## src/rtl/mem_guard_config.svh

```systemverilog
`ifndef MEM_GUARD_CONFIG_SVH
`define MEM_GUARD_CONFIG_SVH

// memory access port widths
`define MEM_GUARD_ADDR_WIDTH 32
`define MEM_GUARD_DATA_WIDTH 64

// command queue entries, power of two
`define MEM_GUARD_FIFO_DEPTH 4

`endif

```

## src/rtl/mem_guard_pkg.sv

```systemverilog
`include "mem_guard_config.svh"

package mem_guard_pkg;

	typedef enum logic
	{
		MEM_ACC_READ,
		MEM_ACC_WRITE
	} mem_acc_type_t;

	// also used as the index of the per-requester state
	typedef enum logic [1:0]
	{
		SRC_INSTR,
		SRC_DATA_RD,
		SRC_DATA_WR
	} req_source_t;

	typedef logic [`MEM_GUARD_ADDR_WIDTH-1:0] addr_t;
	typedef logic [`MEM_GUARD_DATA_WIDTH-1:0] data_t;

	typedef struct packed
	{
		req_source_t source;
		mem_acc_type_t acc_type;
		addr_t addr;
		data_t data;
	} mem_cmd_t;

endpackage

```

## src/rtl/mem_cmd_if.sv

```systemverilog
`timescale 1ns/10ps

`include "mem_guard_config.svh"

interface mem_cmd_if;

	logic push;
	mem_guard_pkg::mem_cmd_t push_cmd;
	logic full;

	logic pop;
	mem_guard_pkg::mem_cmd_t pop_cmd;
	logic empty;

	// arbiter side
	modport producer
	(
		output push, push_cmd,
		input full
	);

	modport buffer
	(
		input push, push_cmd, pop,
		output full, pop_cmd, empty
	);

	// sequencer side
	modport consumer
	(
		output pop,
		input pop_cmd, empty
	);

endinterface

```

## src/rtl/mem_access_seq.sv

```systemverilog
`timescale 1ns/10ps

module mem_access_seq
(
	input logic clk,
	input logic reset,
	mem_cmd_if.consumer q,
	output logic mem_req,
	output mem_guard_pkg::addr_t mem_addr,
	output mem_guard_pkg::data_t mem_wdata,
	output mem_guard_pkg::mem_acc_type_t mem_acc_type,
	input logic mem_busy,
	input mem_guard_pkg::data_t mem_rdata,
	output logic done,
	output mem_guard_pkg::req_source_t done_source,
	output mem_guard_pkg::data_t done_data
);

	typedef enum logic [1:0]
	{
		ST_IDLE,
		ST_ISSUE,
		ST_WAIT_BUSY_RISE,
		ST_WAIT_BUSY_FALL
	} seq_state_t;

	seq_state_t state;
	mem_guard_pkg::mem_cmd_t cur_cmd;

	assign q.pop = (state == ST_IDLE) && !q.empty;

	always_ff @(posedge clk)
	begin
		if (q.pop)
			cur_cmd <= q.pop_cmd;
	end

	always_ff @(posedge clk)
	begin
		if (reset)
			state <= ST_IDLE;
		else
		begin
			case (state)
				ST_IDLE:
					if (!q.empty)
						state <= ST_ISSUE;
				ST_ISSUE:
					state <= ST_WAIT_BUSY_RISE;
				// memory raises busy the cycle after req
				ST_WAIT_BUSY_RISE:
					if (mem_busy)
						state <= ST_WAIT_BUSY_FALL;
				ST_WAIT_BUSY_FALL:
					if (!mem_busy)
						state <= ST_IDLE;
				default:
					state <= ST_IDLE;
			endcase
		end
	end

	assign mem_req = (state == ST_ISSUE);
	assign mem_addr = cur_cmd.addr;
	assign mem_wdata = cur_cmd.data;
	assign mem_acc_type = cur_cmd.acc_type;

	// read data is only valid in the cycle busy drops
	assign done = (state == ST_WAIT_BUSY_FALL) && !mem_busy;
	assign done_source = cur_cmd.source;
	assign done_data = mem_rdata;

endmodule

```

## src/rtl/mem_cmd_fifo.sv

```systemverilog
`timescale 1ns/10ps

`include "mem_guard_config.svh"

module mem_cmd_fifo
#(
	parameter type PAYLOAD_T = mem_guard_pkg::mem_cmd_t,
	parameter int DEPTH = `MEM_GUARD_FIFO_DEPTH
)
(
	input logic clk,
	input logic reset,
	mem_cmd_if.buffer q
);

	localparam int PTR_W = $clog2(DEPTH);

	PAYLOAD_T mem [DEPTH];
	logic [PTR_W-1:0] wr_ptr;
	logic [PTR_W-1:0] rd_ptr;
	logic [PTR_W:0] count;
	logic do_push;
	logic do_pop;

	assign q.full = (count == DEPTH[PTR_W:0]);
	assign q.empty = (count == '0);

	// requests that would overflow or underflow are dropped
	assign do_push = q.push && !q.full;
	assign do_pop = q.pop && !q.empty;

	assign q.pop_cmd = mem[rd_ptr];

	always_ff @(posedge clk)
	begin
		if (do_push)
			mem[wr_ptr] <= q.push_cmd;
	end

	// pointers wrap naturally since DEPTH is a power of two
	always_ff @(posedge clk)
	begin
		if (reset)
		begin
			wr_ptr <= '0;
			rd_ptr <= '0;
			count <= '0;
		end
		else
		begin
			if (do_push)
				wr_ptr <= wr_ptr + 1'b1;
			if (do_pop)
				rd_ptr <= rd_ptr + 1'b1;
			if (do_push && !do_pop)
				count <= count + 1'b1;
			else if (do_pop && !do_push)
				count <= count - 1'b1;
		end
	end

endmodule

```

## src/rtl/mem_req_arbiter.sv

```systemverilog
`timescale 1ns/10ps

module mem_req_arbiter
(
	input logic clk,
	input logic reset,
	input logic req_read_instr,
	input logic req_read_data,
	input logic req_write_data,
	input mem_guard_pkg::addr_t addr_read_instr,
	input mem_guard_pkg::addr_t addr_read_data,
	input mem_guard_pkg::addr_t addr_write_data,
	input mem_guard_pkg::data_t wdata_write_data,
	input logic done,
	input mem_guard_pkg::req_source_t done_source,
	input mem_guard_pkg::data_t done_data,
	output logic busy_read_instr,
	output logic busy_read_data,
	output logic busy_write_data,
	output mem_guard_pkg::data_t rdata_read_instr,
	output mem_guard_pkg::data_t rdata_read_data,
	output logic can_accept_cmd,
	output logic status_busy,
	mem_cmd_if.producer cmd
);

	localparam int NUM_SRC = 3;

	logic [NUM_SRC-1:0] req_vec;
	logic [NUM_SRC-1:0] accept;
	logic [NUM_SRC-1:0] busy;
	logic [NUM_SRC-1:0] pend_valid;
	mem_guard_pkg::mem_cmd_t pend_cmd [NUM_SRC];
	mem_guard_pkg::mem_cmd_t new_cmd [NUM_SRC];
	mem_guard_pkg::req_source_t sel_source;

	assign req_vec = {req_write_data, req_read_data, req_read_instr};

	// a pulse from a requester that is still busy is dropped
	assign accept = req_vec & ~busy;

	assign new_cmd[mem_guard_pkg::SRC_INSTR] = '{source: mem_guard_pkg::SRC_INSTR,
		acc_type: mem_guard_pkg::MEM_ACC_READ, addr: addr_read_instr, data: '0};
	assign new_cmd[mem_guard_pkg::SRC_DATA_RD] = '{source: mem_guard_pkg::SRC_DATA_RD,
		acc_type: mem_guard_pkg::MEM_ACC_READ, addr: addr_read_data, data: '0};
	assign new_cmd[mem_guard_pkg::SRC_DATA_WR] = '{source: mem_guard_pkg::SRC_DATA_WR,
		acc_type: mem_guard_pkg::MEM_ACC_WRITE, addr: addr_write_data,
		data: wdata_write_data};

	always_ff @(posedge clk)
	begin
		for (int i = 0; i < NUM_SRC; i++)
		begin
			if (accept[i])
				pend_cmd[i] <= new_cmd[i];
		end
	end

	// fixed priority: write, then data read, then instruction
	always_comb
	begin
		if (pend_valid[mem_guard_pkg::SRC_DATA_WR])
			sel_source = mem_guard_pkg::SRC_DATA_WR;
		else if (pend_valid[mem_guard_pkg::SRC_DATA_RD])
			sel_source = mem_guard_pkg::SRC_DATA_RD;
		else
			sel_source = mem_guard_pkg::SRC_INSTR;
	end

	assign cmd.push = (|pend_valid) && !cmd.full;
	assign cmd.push_cmd = pend_cmd[sel_source];

	always_ff @(posedge clk)
	begin
		if (reset)
		begin
			pend_valid <= '0;
			busy <= '0;
		end
		else
		begin
			pend_valid <= pend_valid | accept;
			busy <= busy | accept;
			if (cmd.push)
				pend_valid[sel_source] <= 1'b0;
			if (done)
				busy[done_source] <= 1'b0;
		end
	end

	// read results load with the completion and hold until the next one
	always_ff @(posedge clk)
	begin
		if (done && done_source == mem_guard_pkg::SRC_INSTR)
			rdata_read_instr <= done_data;
		if (done && done_source == mem_guard_pkg::SRC_DATA_RD)
			rdata_read_data <= done_data;
	end

	assign busy_read_instr = busy[mem_guard_pkg::SRC_INSTR];
	assign busy_read_data = busy[mem_guard_pkg::SRC_DATA_RD];
	assign busy_write_data = busy[mem_guard_pkg::SRC_DATA_WR];

	assign status_busy = |busy;
	assign can_accept_cmd = ~(|busy);

endmodule

```

## src/rtl/memory_bus_guard.sv

```systemverilog
`timescale 1ns/10ps

module memory_bus_guard
(
	input logic clk,
	input logic reset,

	input logic req_read_instr,
	input mem_guard_pkg::addr_t addr_read_instr,
	output logic busy_read_instr,
	output mem_guard_pkg::data_t rdata_read_instr,

	input logic req_read_data,
	input mem_guard_pkg::addr_t addr_read_data,
	output logic busy_read_data,
	output mem_guard_pkg::data_t rdata_read_data,

	input logic req_write_data,
	input mem_guard_pkg::addr_t addr_write_data,
	input mem_guard_pkg::data_t wdata_write_data,
	output logic busy_write_data,

	output logic can_accept_cmd,
	output logic status_busy,

	output logic mem_req,
	output mem_guard_pkg::addr_t mem_addr,
	output mem_guard_pkg::data_t mem_wdata,
	output mem_guard_pkg::mem_acc_type_t mem_acc_type,
	input logic mem_busy,
	input mem_guard_pkg::data_t mem_rdata
);

	logic done;
	mem_guard_pkg::req_source_t done_source;
	mem_guard_pkg::data_t done_data;

	mem_cmd_if cmd_q ();

	mem_req_arbiter u_arbiter
	(
		.clk(clk),
		.reset(reset),
		.req_read_instr(req_read_instr),
		.req_read_data(req_read_data),
		.req_write_data(req_write_data),
		.addr_read_instr(addr_read_instr),
		.addr_read_data(addr_read_data),
		.addr_write_data(addr_write_data),
		.wdata_write_data(wdata_write_data),
		.done(done),
		.done_source(done_source),
		.done_data(done_data),
		.busy_read_instr(busy_read_instr),
		.busy_read_data(busy_read_data),
		.busy_write_data(busy_write_data),
		.rdata_read_instr(rdata_read_instr),
		.rdata_read_data(rdata_read_data),
		.can_accept_cmd(can_accept_cmd),
		.status_busy(status_busy),
		.cmd(cmd_q.producer)
	);

	mem_cmd_fifo
	#(
		.PAYLOAD_T(mem_guard_pkg::mem_cmd_t)
	) u_fifo
	(
		.clk(clk),
		.reset(reset),
		.q(cmd_q.buffer)
	);

	mem_access_seq u_seq
	(
		.clk(clk),
		.reset(reset),
		.q(cmd_q.consumer),
		.mem_req(mem_req),
		.mem_addr(mem_addr),
		.mem_wdata(mem_wdata),
		.mem_acc_type(mem_acc_type),
		.mem_busy(mem_busy),
		.mem_rdata(mem_rdata),
		.done(done),
		.done_source(done_source),
		.done_data(done_data)
	);

endmodule

```

## config.mk

```make
export PLATFORM = sky130hd
export DESIGN_NAME = memory_bus_guard
export DESIGN_NICKNAME = d
export VERILOG_FILES = /design/src/rtl/mem_guard_pkg.sv /design/src/rtl/mem_cmd_if.sv /design/src/rtl/mem_access_seq.sv /design/src/rtl/mem_cmd_fifo.sv /design/src/rtl/mem_req_arbiter.sv /design/src/rtl/memory_bus_guard.sv
export VERILOG_INCLUDE_DIRS = /design/src /design/src/rtl
export SDC_FILE = /design/constraint.sdc
export NUM_CORES = 1
export LEC_CHECK = 0
export ABC_AREA = 1
export CORE_MARGIN = 2
export CORE_UTILIZATION = 55
export DETAILED_ROUTE_END_ITERATION = 6
export DONT_BUFFER_PORTS = 1
export MAX_ROUTING_LAYER = met4
export PLACE_DENSITY = 0.7
export SLEW_MARGIN = 20
export SYNTH_ARGS = -nofsm -noshare
export SYNTH_HDL_FRONTEND = slang
export SYNTH_SLANG_ARGS = --single-unit
```

## constraint.sdc

```tcl
create_clock -name clk -period 8.6 [get_ports clk]
set_input_delay 0.43 -clock clk [delete_from_list [all_inputs] [get_ports clk]]
set_output_delay 0.43 -clock clk [all_outputs]
set_load 0.005 [all_outputs]
```

Word-level counts from Yosys, hierarchy flattened --
Memory sizes are Yosys's and may differ from the RTL's. A register that Yosys moved wholly into a read port is not among the register bits. Cells that the tools add are included.
Word-level totals: bits in registers 143, latch bits 0, RAM bits 693, bits in read-only memories 0, input bits 230, output and inout port bits 231, logic and storage cells 80, memories 2
Memories:
- u_fifo.mem | depth 4, width 99, read ports 1, clocked after memory_dff 1, write ports 1, RTL line mem_cmd_fifo.sv:18 | PAYLOAD_T mem [DEPTH];
- u_arbiter.pend_cmd | depth 3, width 99, read ports 1, clocked after memory_dff 0, write ports 3, RTL line mem_req_arbiter.sv:33 | mem_guard_pkg::mem_cmd_t pend_cmd [NUM_SRC];
Cells by class: add/subtract/negate cells 4, $mul 0, div/mod/pow operators 0, magnitude comparators 4, eq/ne operators 8, shift-type cells 0, muxes and demuxes 22, bitwise logic cells 9, reductions and logical operators 23
Operators with widths (number):
- $mux 3 | 4
- $logic_and 1x1->1 | 11
- $mux 1 | 11
- $and 3x3->3 | 3
- $not 3->3 | 3
- $mux 2 | 4
- $pmux 2 s4 | 1
- $lt 2x3->1 const B | 2
- $ne 2x2->1 const B | 3
- $or 3x3->3 | 2
- $reduce_or 3->1 | 2
- $logic_not 1->1 | 5
- $add 2x1->2 const B | 2
- $demux 1 s2 | 2
- $eq 2x1->1 const B | 2
- $eq 2x2->1 const B | 2
- $ge 2x1->1 const B | 2
- $logic_not 2->1 | 2
- $add 3x1->3 const B | 1
- $eq 3x3->1 const B | 1
- $logic_not 3->1 | 1
- $reduce_and 3->1 | 1
- $sub 3x1->3 const B | 1
- $reduce_bool 2->1 | 1
- $not 1->1 | 1

Longest topological paths before layout --
Gate-level depths: netlist of the first run.
depth in word-level cells 9, gate-level depth with buffers 14, mapped depth without buffers 13

Cells and area by module --
From an unflattened synthesis of the first run, not the netlist that was laid out.
Unflattened totals: cells, all modules 1829, area, all modules 28861.4 um2
Modules (own cells, without submodules):
- mem_cmd_fifo | times used 1, cells each 1027, area each 15124.5 um2, seq. area each 12071.6 um2
- mem_req_arbiter | times used 1, cells each 611, area each 10053.4 um2, seq. area each 8768.4 um2
- mem_access_seq | times used 1, cells each 191, area each 3683.5 um2, seq. area each 3012.9 um2

Worst setup path before layout of the first run --
Ideal clock, no wire load.
kind register -> register, start point reg u_seq.state[0], end point reg u_arbiter.rdata_read_data[0], enable pin, setup time 0.567 ns, data arrival time 4.998 ns, data required time 8.033 ns, setup slack 3.035 ns, stages on the path, launching flop included 4, path buffers 0, cell sequence dfxtp_1 > ha_1 > nand2_1 > nor3_1
On the way: longest elaborated chain between the ends 3
Ends and longest elaborated chain:
- start, declared | RTL line mem_access_seq.sv:27 | seq_state_t state;
- start signal, assigned | RTL line mem_access_seq.sv:41 | state <= ST_IDLE;
- start signal, assigned | RTL line mem_access_seq.sv:47 | state <= ST_ISSUE;
- start signal, assigned | RTL line mem_access_seq.sv:49 | state <= ST_WAIT_BUSY_RISE;
- $eq 2x2->1 | RTL line mem_access_seq.sv:69 | assign done = (state == ST_WAIT_BUSY_FALL) && !mem_busy;
- $logic_and 1x1->1 | RTL line mem_access_seq.sv:69
- $logic_and 1x1->1 | RTL line mem_req_arbiter.sv:96 | if (done && done_source == mem_guard_pkg::SRC_DATA_RD)
- end signal, assigned | RTL line mem_req_arbiter.sv:97 | rdata_read_data <= done_data;
- end, declared | RTL line mem_req_arbiter.sv:21 | output mem_guard_pkg::data_t rdata_read_data,
Every way passes these cells. A chain may end at the register's enable or synchronous reset.

Worst setup path after layout of the first run --
start point reg u_arbiter.pend_valid[2], end point mem u_fifo.mem[2][13] (netlist name), enable pin
On the way: longest elaborated chain between the ends 5
Ends and longest elaborated chain:
- start, declared | RTL line mem_req_arbiter.sv:32 | logic [NUM_SRC-1:0] pend_valid;
- start signal, assigned | RTL line mem_req_arbiter.sv:82 | pend_valid <= pend_valid | accept;
- $reduce_or 3->1 | RTL line mem_req_arbiter.sv:70 | assign cmd.push = (|pend_valid) && !cmd.full;
- $logic_and 1x1->1 | RTL line mem_req_arbiter.sv:70
- $logic_and 1x1->1 | RTL line mem_cmd_fifo.sv:29 | assign do_push = q.push && !q.full;
- $mux 1 | RTL line mem_cmd_fifo.sv:36 | if (do_push)
- $mux 1 (implied by the code) | RTL line mem_cmd_fifo.sv:37 | mem[wr_ptr] <= q.push_cmd;
- end, declared | RTL line mem_cmd_fifo.sv:18
Every way passes these cells.

==> results.yml, run 1 <==
status:
  outcome: "complete, no violations"
synthesis:
  ys_seq_area_frac: 0.845
  yosysTopAreaCell: "edfxtp_1"
  synth_async_sr_flop_share: 0
  yosysWarnings: 0
  synth_ff_type: "edfxtp_1"
  synth_cells: 1737
  syn_area_um2: 28000
  yosys.cell_types.count: 26
  ys_ff_latch: 793
  avgSynthCellArea_um2: 16.1
  syn-num-nets: 1978
  ys_top_cells_by_area: "edfxtp_1, o21ai_0, nor2_1"
  synth_top_area_share: 0.834
  synth_edf_count: 778
finish:
  area_growth_pct: 19.4
  nFillCells: 3203
  fin_area_um2: 33400
  drive_gt1_frac: 0.0701
  regArea_um2: 23700
  multi_input_area_um2: 3640
  final_nets: 2223
power_and_ir_drop:
  power.density_nw_per_um2: 314
  leakagePower_uw: 0.0117
  vdd_drop_max_v: 0.000214
  power.total_uw: 10500
timing:
  finalSetupViolCount: 0
  worst_pin_slew_ns: 1.09
  fin_crit_sh: 0.393
  fin_tns_setup_ns: 0
  period_needed_ns: 3.38
  fmax_mhz: 296
  relSlewSlack: 0.273
  clock_skew_ns: 0.0252
  finalHoldViolations: 0
  slew_violations: 0
  rsz0062_at_grt: "false"
die:
  fp.dieH_um: 230
  start_util: 0.558
  core_area_um2: 50200
  dieArea_um2: 52700
  fp-row-count: 82
  die_w_um: 230
  ios: 461
place:
  hpwl_mm: 33.3
  place.gp.congestion: 0.908
  portBuffers: 0
  place_area_um2: 28700
clocking:
  htreeDepth: 3
  cts_sinks: 793
  cts-buffers-inserted: 78
  cts.reportedPaths.clkPinSlew_ns: 0.06
  clock_latency_ns: 0.63
  cts_root_buf: "clkbuf_16"
  cts_buffer_depth: 3
  ctsResizeCount: 0
  cts_tree: "built"
worst_setup_path:
  cp.required_ns: 8.89
  r2r_setup_slack_ns: 5.22
  worstReg2RegStart: "u_arbiter.pend_valid[2]$_SDFF_PP0_"
  r2r-end: "u_fifo.mem[2][13]$_DFFE_PP_"
  startpoint_type: "flip-flop"
  crit_arrival_ns: 3.67
  crit_path_max_fanout: 39
  r2r_cells: 6
  critPathKind: "reg2reg"
  cp-end-kind: "flip-flop"
routing:
  num_vias: 15400
  drt_wl_total_mm: 62.2
  drc: 0
  drtPass1Iterations: 7
  wl_per_cell_um: 22.9
  viasPerCell: 5.66
  ant_nets: 0
  dr.first_iter.drc_count: 1508
global_route:
  grt_pass1_wl_mm: 92.7
  grt_max_degree: 107
  grt_overflow: 0
  antenna_found_initial: 4
  grt_usage: 0.241
  grt_pass1_vias: 15200
min_path:
  hold_path_end: "u_arbiter.busy[1]$_SDFF_PP0_"
  hold_class: "in2reg"
  hold_path_depth: 2
  holdCritStartpoint: "req_read_data"
flow_run:
  drv_cap: 0
## cells in the mapped netlist, types with 3 or more instances
library cell,number
o21ai_1,3
inv_1,91
o22ai_1,99
edfxtp_1,778
a21oi_1,5
nor2_1,223
nand2_1,184
buf_1,4
o21ai_0,198
nor3_1,3
buf_6,7
dfxtp_1,15
buf_4,8
clkbuf_1,39
nand3_1,38
buf_2,23
ha_1,10
## placed cells by master, fill, tap and decap left out, drive strengths merged
cell type	count
a21oi	5
a22oi	1
buf	21
bufinv	7
clkbuf	95
clkinv	34
clkinvlp	1
dfxtp	15
diode	5
dlygate4sd3	226
edfxtp	778
fa	1
ha	10
inv	94
nand2	184
nand3	38
nand3b	1
nor2	225
nor3	3
o21ai	201
o22ai	99
xor2	1
## cell type report
class                           instances  area share
Antenna cell                            5    0.000374
Clock buffer                           95      0.0609
Clock inverter                         43      0.0121
Inverter                               93      0.0107
Multi-Input combinational cell        769       0.109
Sequential cell                       793       0.708
Tap cell                              672      0.0251
Timing Repair Buffer                  247      0.0741
## worst max path at each step
stage,from,endpoint,cells past startpoint
3_5_place_dp,u_arbiter.pend_valid[2]$_SDFF_PP0_,u_fifo.mem[2][12]$_DFFE_PP_,6
5_1_grt,u_arbiter.pend_valid[2]$_SDFF_PP0_,u_fifo.mem[2][13]$_DFFE_PP_,6
3_3_place_gp,u_arbiter.pend_valid[2]$_SDFF_PP0_,u_fifo.mem[2][43]$_DFFE_PP_,5
4_1_cts,u_arbiter.pend_valid[2]$_SDFF_PP0_,u_fifo.mem[2][30]$_DFFE_PP_,6
2_1_floorplan,u_seq.state[0]$_SDFFE_PP0P_,u_arbiter.rdata_read_data[0]$_DFFE_PP_,3
6_report,u_arbiter.pend_valid[2]$_SDFF_PP0_,u_fifo.mem[2][13]$_DFFE_PP_,6
## worst max-delay path: stages, from the launching register on
cell and delay, ns:
dfxtp_4 0.65, nor2_4 0.27, nand2_1 0.20, nand2_1 0.25, nor2_4 0.72, buf_4 0.61
buf_16 0.30
## sequential cells by signal, indices dropped and copies added (netlist names)
register and flops:
u_arbiter.pend_valid 3, u_arbiter.rdata_read_data 64, u_fifo.rd_ptr 2, u_arbiter.busy 3
u_arbiter.pend_cmd 160, u_fifo.wr_ptr 2, u_fifo.count 3, u_seq.mem_wdata 64
u_seq.mem_addr 32, u_seq.done_source 1, u_seq.state 2, u_arbiter.rdata_read_instr 64
u_fifo.mem 392, u_seq.mem_acc_type 1
## power breakdown
group	switching, uW	internal [uW]	leakage, uW	total, uW
sequential	381	5170	0.00735	5550
clock	1390	1900	0.00120	3280
combinational	1220	457	0.00314	1680
## logic make-up after synthesis
| kind of cell | share of synthesized area |
|---|---|
| xor+xnor | 0.000313 |
| fa+ha+maj | 0.00518 |
| flops | 0.845 |
| simple gates | 0.0628 |
| buf+inv | 0.0276 |
| compound gates | 0.0592 |
## per-layer routing
metal / global-route usage / vias to the layer above / part of all wire
li1: - / 6867 / -
met1: 0.311 / 7724 / 0.40
met2: 0.391 / 672 / 0.51
met3: 0.0507 / 108 / 0.068
met4: 0.0731 / 0 / 0.024
met5: - / - / 0
## stage by stage
step / hold WS [ns] / std cells / utilization / setup slack [ns]
after floorplan: 0.483 / 1737 / - / 3.03
after global placement: 0.505 / 2344 / 0.571 / 5.08
after detailed placement: 0.501 / 2345 / 0.571 / 5.18
after CTS: 0.00145 / 2709 / 0.665 / 5.17
after global routing: 0.0203 / 2716 / 0.667 / 4.98
final: 0.0331 / 2717 / 0.667 / 5.22
## what timing repair did
item | in CTS | in global routing
hold buffers | 226 | 0
endpoints found under the hold margin | 292 | 0
setup buffers | 0 | 0
Power figures use the tool's default switching activity.
==> inputs of run 2 (changes only) <==
clock period = 3.3 ns   (was 8.6 ns; I/O delays follow)
==> run 2 against run 1 <==
Power increased to 2.6 times the previous value. Flip-flop and latch count unchanged. Clock skew decreased by 0.0065 ns. First-iteration DRC count increased by 3.3%. Clock-buffer cell count increased by 1.
==> results.yml, run 2 (synthesis gave the netlist of run 1 again) <==
clocking:
  cts_tree: "built"
  htreeDepth: 3
  cts_sinks: 793
  cts-buffers-inserted: 79
  holdBufCountCts: 229
  ctsResizeCount: 0
  cts.reportedPaths.clkPinSlew_ns: 0.06
  cts_buffer_depth: 3
  cts_root_buf: "clkbuf_16"
  postCtsSetupRepairBufs: 0
  clock_latency_ns: 0.61
die:
  fp.dieH_um: 230
  ios: 461
  die_w_um: 230
  core_area_um2: 50200
  dieArea_um2: 52700
  start_util: 0.558
  fp-row-count: 82
finish:
  largest_reg_flops: 392
  final_nets: 2228
  drive_gt1_frac: 0.0700
  mostFrequentLayoutCell: "edfxtp_1"
  area_growth_pct: 19.5
  final_cell_mix: "edfxtp_1, dlygate4sd3_1, nor2_1, o21ai_0, nand2_1"
  fin_area_um2: 33500
  top_register: "u_fifo.mem"
  top_regs: "u_fifo.mem: 392 flops, u_arbiter.pend_cmd: 160 flops"
timing:
  finalWorstSetupSlack_ns: 0.989
  slew_violations: 0
  rsz0062_at_grt: "false"
  period_needed_ns: 2.31
  fmax_mhz: 433
  finalHoldViolations: 0
  clock_skew_ns: 0.0187
  finalSetupViolCount: 0
  fin_tns_setup_ns: 0
  fin_crit_sh: 0.700
  worst_pin_slew_ns: 1.04
  hold_ws_ns: 0.175
  relSlewSlack: 0.307
worst_setup_path:
  cp_slowest_cell: "fa_1"
  crit_arrival_ns: 2.80
  critPathTopFamily: "simple AND/OR/NAND/NOR gates"
  cp.required_ns: 3.79
  startpoint_type: "flip-flop"
  path_depth: 9
  critPathKind: "reg2reg"
  cp-end-kind: "flip-flop"
  crit_path_cell_trace: "nor2_1 -> nand2_1 -> nand2_1 -> inv_1 -> ha_1 -> inv_1 -> fa_1 -> o21ai_0 -> nor2_1"
  path_buf_inv: 2
  r2r_cells: 9
  critPathMaxStageDelay_ns: 0.42
  crit_path_max_fanout: 5
routing:
  viasPerCell: 5.65
  drt_wl_total_mm: 63.2
  drtPass1Iterations: 5
  ant_nets: 0
  drc: 0
  dr.first_iter.drc_count: 1558
  wl_per_cell_um: 23.3
  num_vias: 15400
global_route:
  grt_overflow: 0
  antenna_found_initial: 2
  grt_max_degree: 200
  grt_pass1_wl_mm: 93.3
  grt_pass1_vias: 15200
  grt_usage: 0.245
place:
  place_area_um2: 28800
  post-place-ws_ns: 0.988
  hpwl_mm: 33.1
  portBuffers: 0
  place.gp.congestion: 0.880
min_path:
  hold_path_depth: 1
  hold_class: "in2reg"
power_and_ir_drop:
  vdd_drop_max_v: 0.000777
  power.total_uw: 27200
  power.density_nw_per_um2: 813
  leakagePower_uw: 0.0117
status:
  outcome: "complete, no violations"
flow_run:
  drv_cap: 0
-- run 2: layout make-up --
cell class / count / area [um2]
Fill cell: 3266 / 16700
Timing Repair Buffer: 251 / 2610
Clock buffer: 96 / 2040
Antenna cell: 2 / 5.00
Clock inverter: 42 / 285
Inverter: 93 / 358
Sequential cell: 793 / 23700
Tap cell: 672 / 841
Multi-Input combinational cell: 769 / 3650
-- run 2: path summary, 6_finish.rpt --
| path | from | endpoint | slack, ns |
|---|---|---|---|
| worst min register to register | u_fifo.count[1]$_SDFFE_PP0P_ | u_fifo.count[1]$_SDFFE_PP0P_ | 0.55 |
| worst max register to register | u_fifo.count[0]$_SDFFE_PP0P_ | u_fifo.count[1]$_SDFFE_PP0P_ | 0.99 |
| worst min-delay path | wdata_write_data[49] | u_arbiter.pend_cmd[2][49]$_DFFE_PP_ | 0.17 |
| worst max-delay path | u_fifo.count[0]$_SDFFE_PP0P_ | u_fifo.count[1]$_SDFFE_PP0P_ | 0.99 |
-- run 2: metal layers --
layer | vias to the layer above | track usage | wire [um]
met3 | 131 | 0.0564 | 4760
met5 | - | - | 0
met2 | 710 | 0.386 | 31600
met1 | 7665 | 0.320 | 25000
li1 | 6864 | - | -
met4 | 0 | 0.0804 | 1870
-- run 2: power by group --
group | internal, uW | switching, uW
Sequential | 13500 | 931
Clock | 4570 | 3590
Combinational | 1300 | 3340
-- run 2: metrics by stage --
stage | util | instances
detailed placement | 0.574 | 2345
floorplan | - | 1737
finish | 0.667 | 2718
global placement | 0.574 | 2345
global route | 0.667 | 2718
CTS | 0.666 | 2712
==> inputs of run 3 (changes only) <==
clock period = 2.3 ns   (was 3.3 ns; I/O delays follow)
==> run 3 against run 2 <==
Flip-flop and latch count unchanged. Final cell count is 0.55% higher. Maximum frequency increased by 17%. Final area grew 1.0%. Clock skew increased by 0.0084 ns. Sequential share of layout area fell by 0.71 points. Via count decreased by 0.48%. Routed wire length down 1.2%. Global-route usage down 0.37 points. Die area unchanged. Highest routed layer unchanged.
==> results.yml, run 3 (synthesis gave the netlist of run 1 again) <==
status:
  outcome: "complete, no violations"
timing:
  worst_pin_slew_ns: 1.02
  slew_violations: 0
  relSlewSlack: 0.319
  finalHoldViolations: 0
  fmax_mhz: 506
  period_needed_ns: 1.97
  finalSetupViolCount: 0
  clock_skew_ns: 0.0272
  fin_crit_sh: 0.859
  rsz0062_at_grt: "false"
routing:
  viasPerCell: 5.60
  drt_wl_total_mm: 62.5
  wl_per_cell_um: 22.9
  num_vias: 15300
  drtPass1Iterations: 5
  dr.first_iter.drc_count: 1524
  ant_nets: 0
  drc: 0
finish:
  final_nets: 2241
  n_antenna_cell: 0
  drive_gt1_frac: 0.0820
  final_cell_mix: "edfxtp_1, dlygate4sd3_1, nor2_1, o21ai_0, nand2_1"
  area_growth_pct: 20.7
  nFillCells: 3200
  layout.cells.non_filler: 2733
  top_regs: "u_fifo.mem: 392 flops, u_arbiter.pend_cmd: 160 flops"
  mostFrequentLayoutCell: "edfxtp_1"
  largest_reg_flops: 392
  fin_area_um2: 33800
  top_register: "u_fifo.mem"
place:
  place.gp.congestion: 0.870
  hpwl_mm: 33.7
  dp.cells: 2361
  place_area_um2: 29100
  portBuffers: 0
die:
  die_w_um: 230
  fp.dieH_um: 230
  core_area_um2: 50200
  dieArea_um2: 52700
  fp-row-count: 82
  ios: 461
  start_util: 0.558
worst_setup_path:
  startpoint: "u_fifo.count[1]$_SDFFE_PP0P_"
  critPathCapture: "u_fifo.count[1]$_SDFFE_PP0P_"
  crit_path_max_fanout: 5
  cp-end-kind: "flip-flop"
  r2r_cells: 9
  r2r_setup_slack_ns: 0.33
  startpoint_type: "flip-flop"
  crit_arrival_ns: 2.47
  cp.required_ns: 2.80
  r2r-end: "u_fifo.count[1]$_SDFFE_PP0P_"
  critPathKind: "reg2reg"
  worstReg2RegStart: "u_fifo.count[1]$_SDFFE_PP0P_"
clocking:
  ctsResizeCount: 0
  htreeDepth: 3
  holdBufCountCts: 229
  cts.reportedPaths.clkPinSlew_ns: 0.06
  cts_tree: "built"
  clock_latency_ns: 0.62
  postCtsSetupRepairBufs: 0
  cts_root_buf: "clkbuf_16"
  cts_sinks: 793
  cts-buffers-inserted: 80
  cts_buffer_depth: 3
global_route:
  grt_max_degree: 112
  grt_overflow: 0
  grt_usage: 0.242
  antenna_found_initial: 1
  grt_pass1_wl_mm: 92.6
  grt_pass1_vias: 15300
power_and_ir_drop:
  power.density_nw_per_um2: 1180
  vdd_drop_max_v: 0.000934
  power.total_uw: 39800
  leakagePower_uw: 0.0118
min_path:
  hold_class: "in2reg"
flow_run:
  drv_cap: 0
run 3: metal layers:
| metal | up-vias | routed length, um | share of wire | track usage |
|---|---|---|---|---|
| met2 | 648 | 31300 | 0.50 | 0.386 |
| met1 | 7632 | 24700 | 0.40 | 0.313 |
| met3 | 124 | 4450 | 0.071 | 0.0489 |
| li1 | 6892 | - | - | - |
| met5 | - | 0 | 0 | - |
| met4 | 0 | 2010 | 0.032 | 0.0828 |
run 3: report_power, final:
part	internal [uW]	switching, uW
registers	19300	1220
logic	2080	4920
clock network	7000	5210
run 3: metrics by stage:
| step | setup TNS [ns] | utilization | worst slack, ns | hold slack, ns |
|---|---|---|---|---|
| CTS | 0 | 0.674 | 0.332 | 0.0808 |
| global route | 0 | 0.674 | 0.160 | 0.0886 |
| finish | 0 | 0.674 | 0.325 | 0.108 |
| detailed placement | 0 | 0.579 | 0.359 | 0.193 |
| floorplan | -169.49 | - | -0.330 | 0.184 |
| global placement | 0 | 0.579 | 0.367 | 0.191 |
run 3: area by class of cell:
class	count	area [um2]	share of cell area
Clock buffer	103	2170	0.0642
Clock inverter	40	282	0.00833
Inverter	93	359	0.0106
Multi-Input combinational cell	769	3680	0.109
Sequential cell	793	23700	0.700
Tap cell	672	841	0.0249
Timing Repair Buffer	263	2800	0.0828
run 3: worst min path at each step:
stage | start | endpoint | slack, ns | cells past startpoint
final | req_read_instr | u_arbiter.pend_cmd[0][92]$_DFFE_PP_ | 0.11 | 3
after floorplan | reset | u_fifo.rd_ptr[1]$_SDFFE_PP0P_ | 0.18 | 1
after global routing | addr_read_data[28] | u_arbiter.pend_cmd[1][92]$_DFFE_PP_ | 0.09 | 1
after global placement | reset | u_arbiter.busy[2]$_SDFF_PP0_ | 0.19 | 1
after CTS | addr_read_data[21] | u_arbiter.pend_cmd[1][85]$_DFFE_PP_ | 0.08 | 1
after detailed placement | reset | u_arbiter.busy[2]$_SDFF_PP0_ | 0.19 | 1
run 3: worst max-delay path, stage by stage (launching register included):
cell	delay, ns
dfxtp_1	0.34
nor2_2	0.17
nand2_2	0.12
nand2_4	0.16
inv_1	0.11
ha_1	0.21
inv_1	0.09
fa_1	0.40
o21ai_0	0.19
nor2_1	0.07
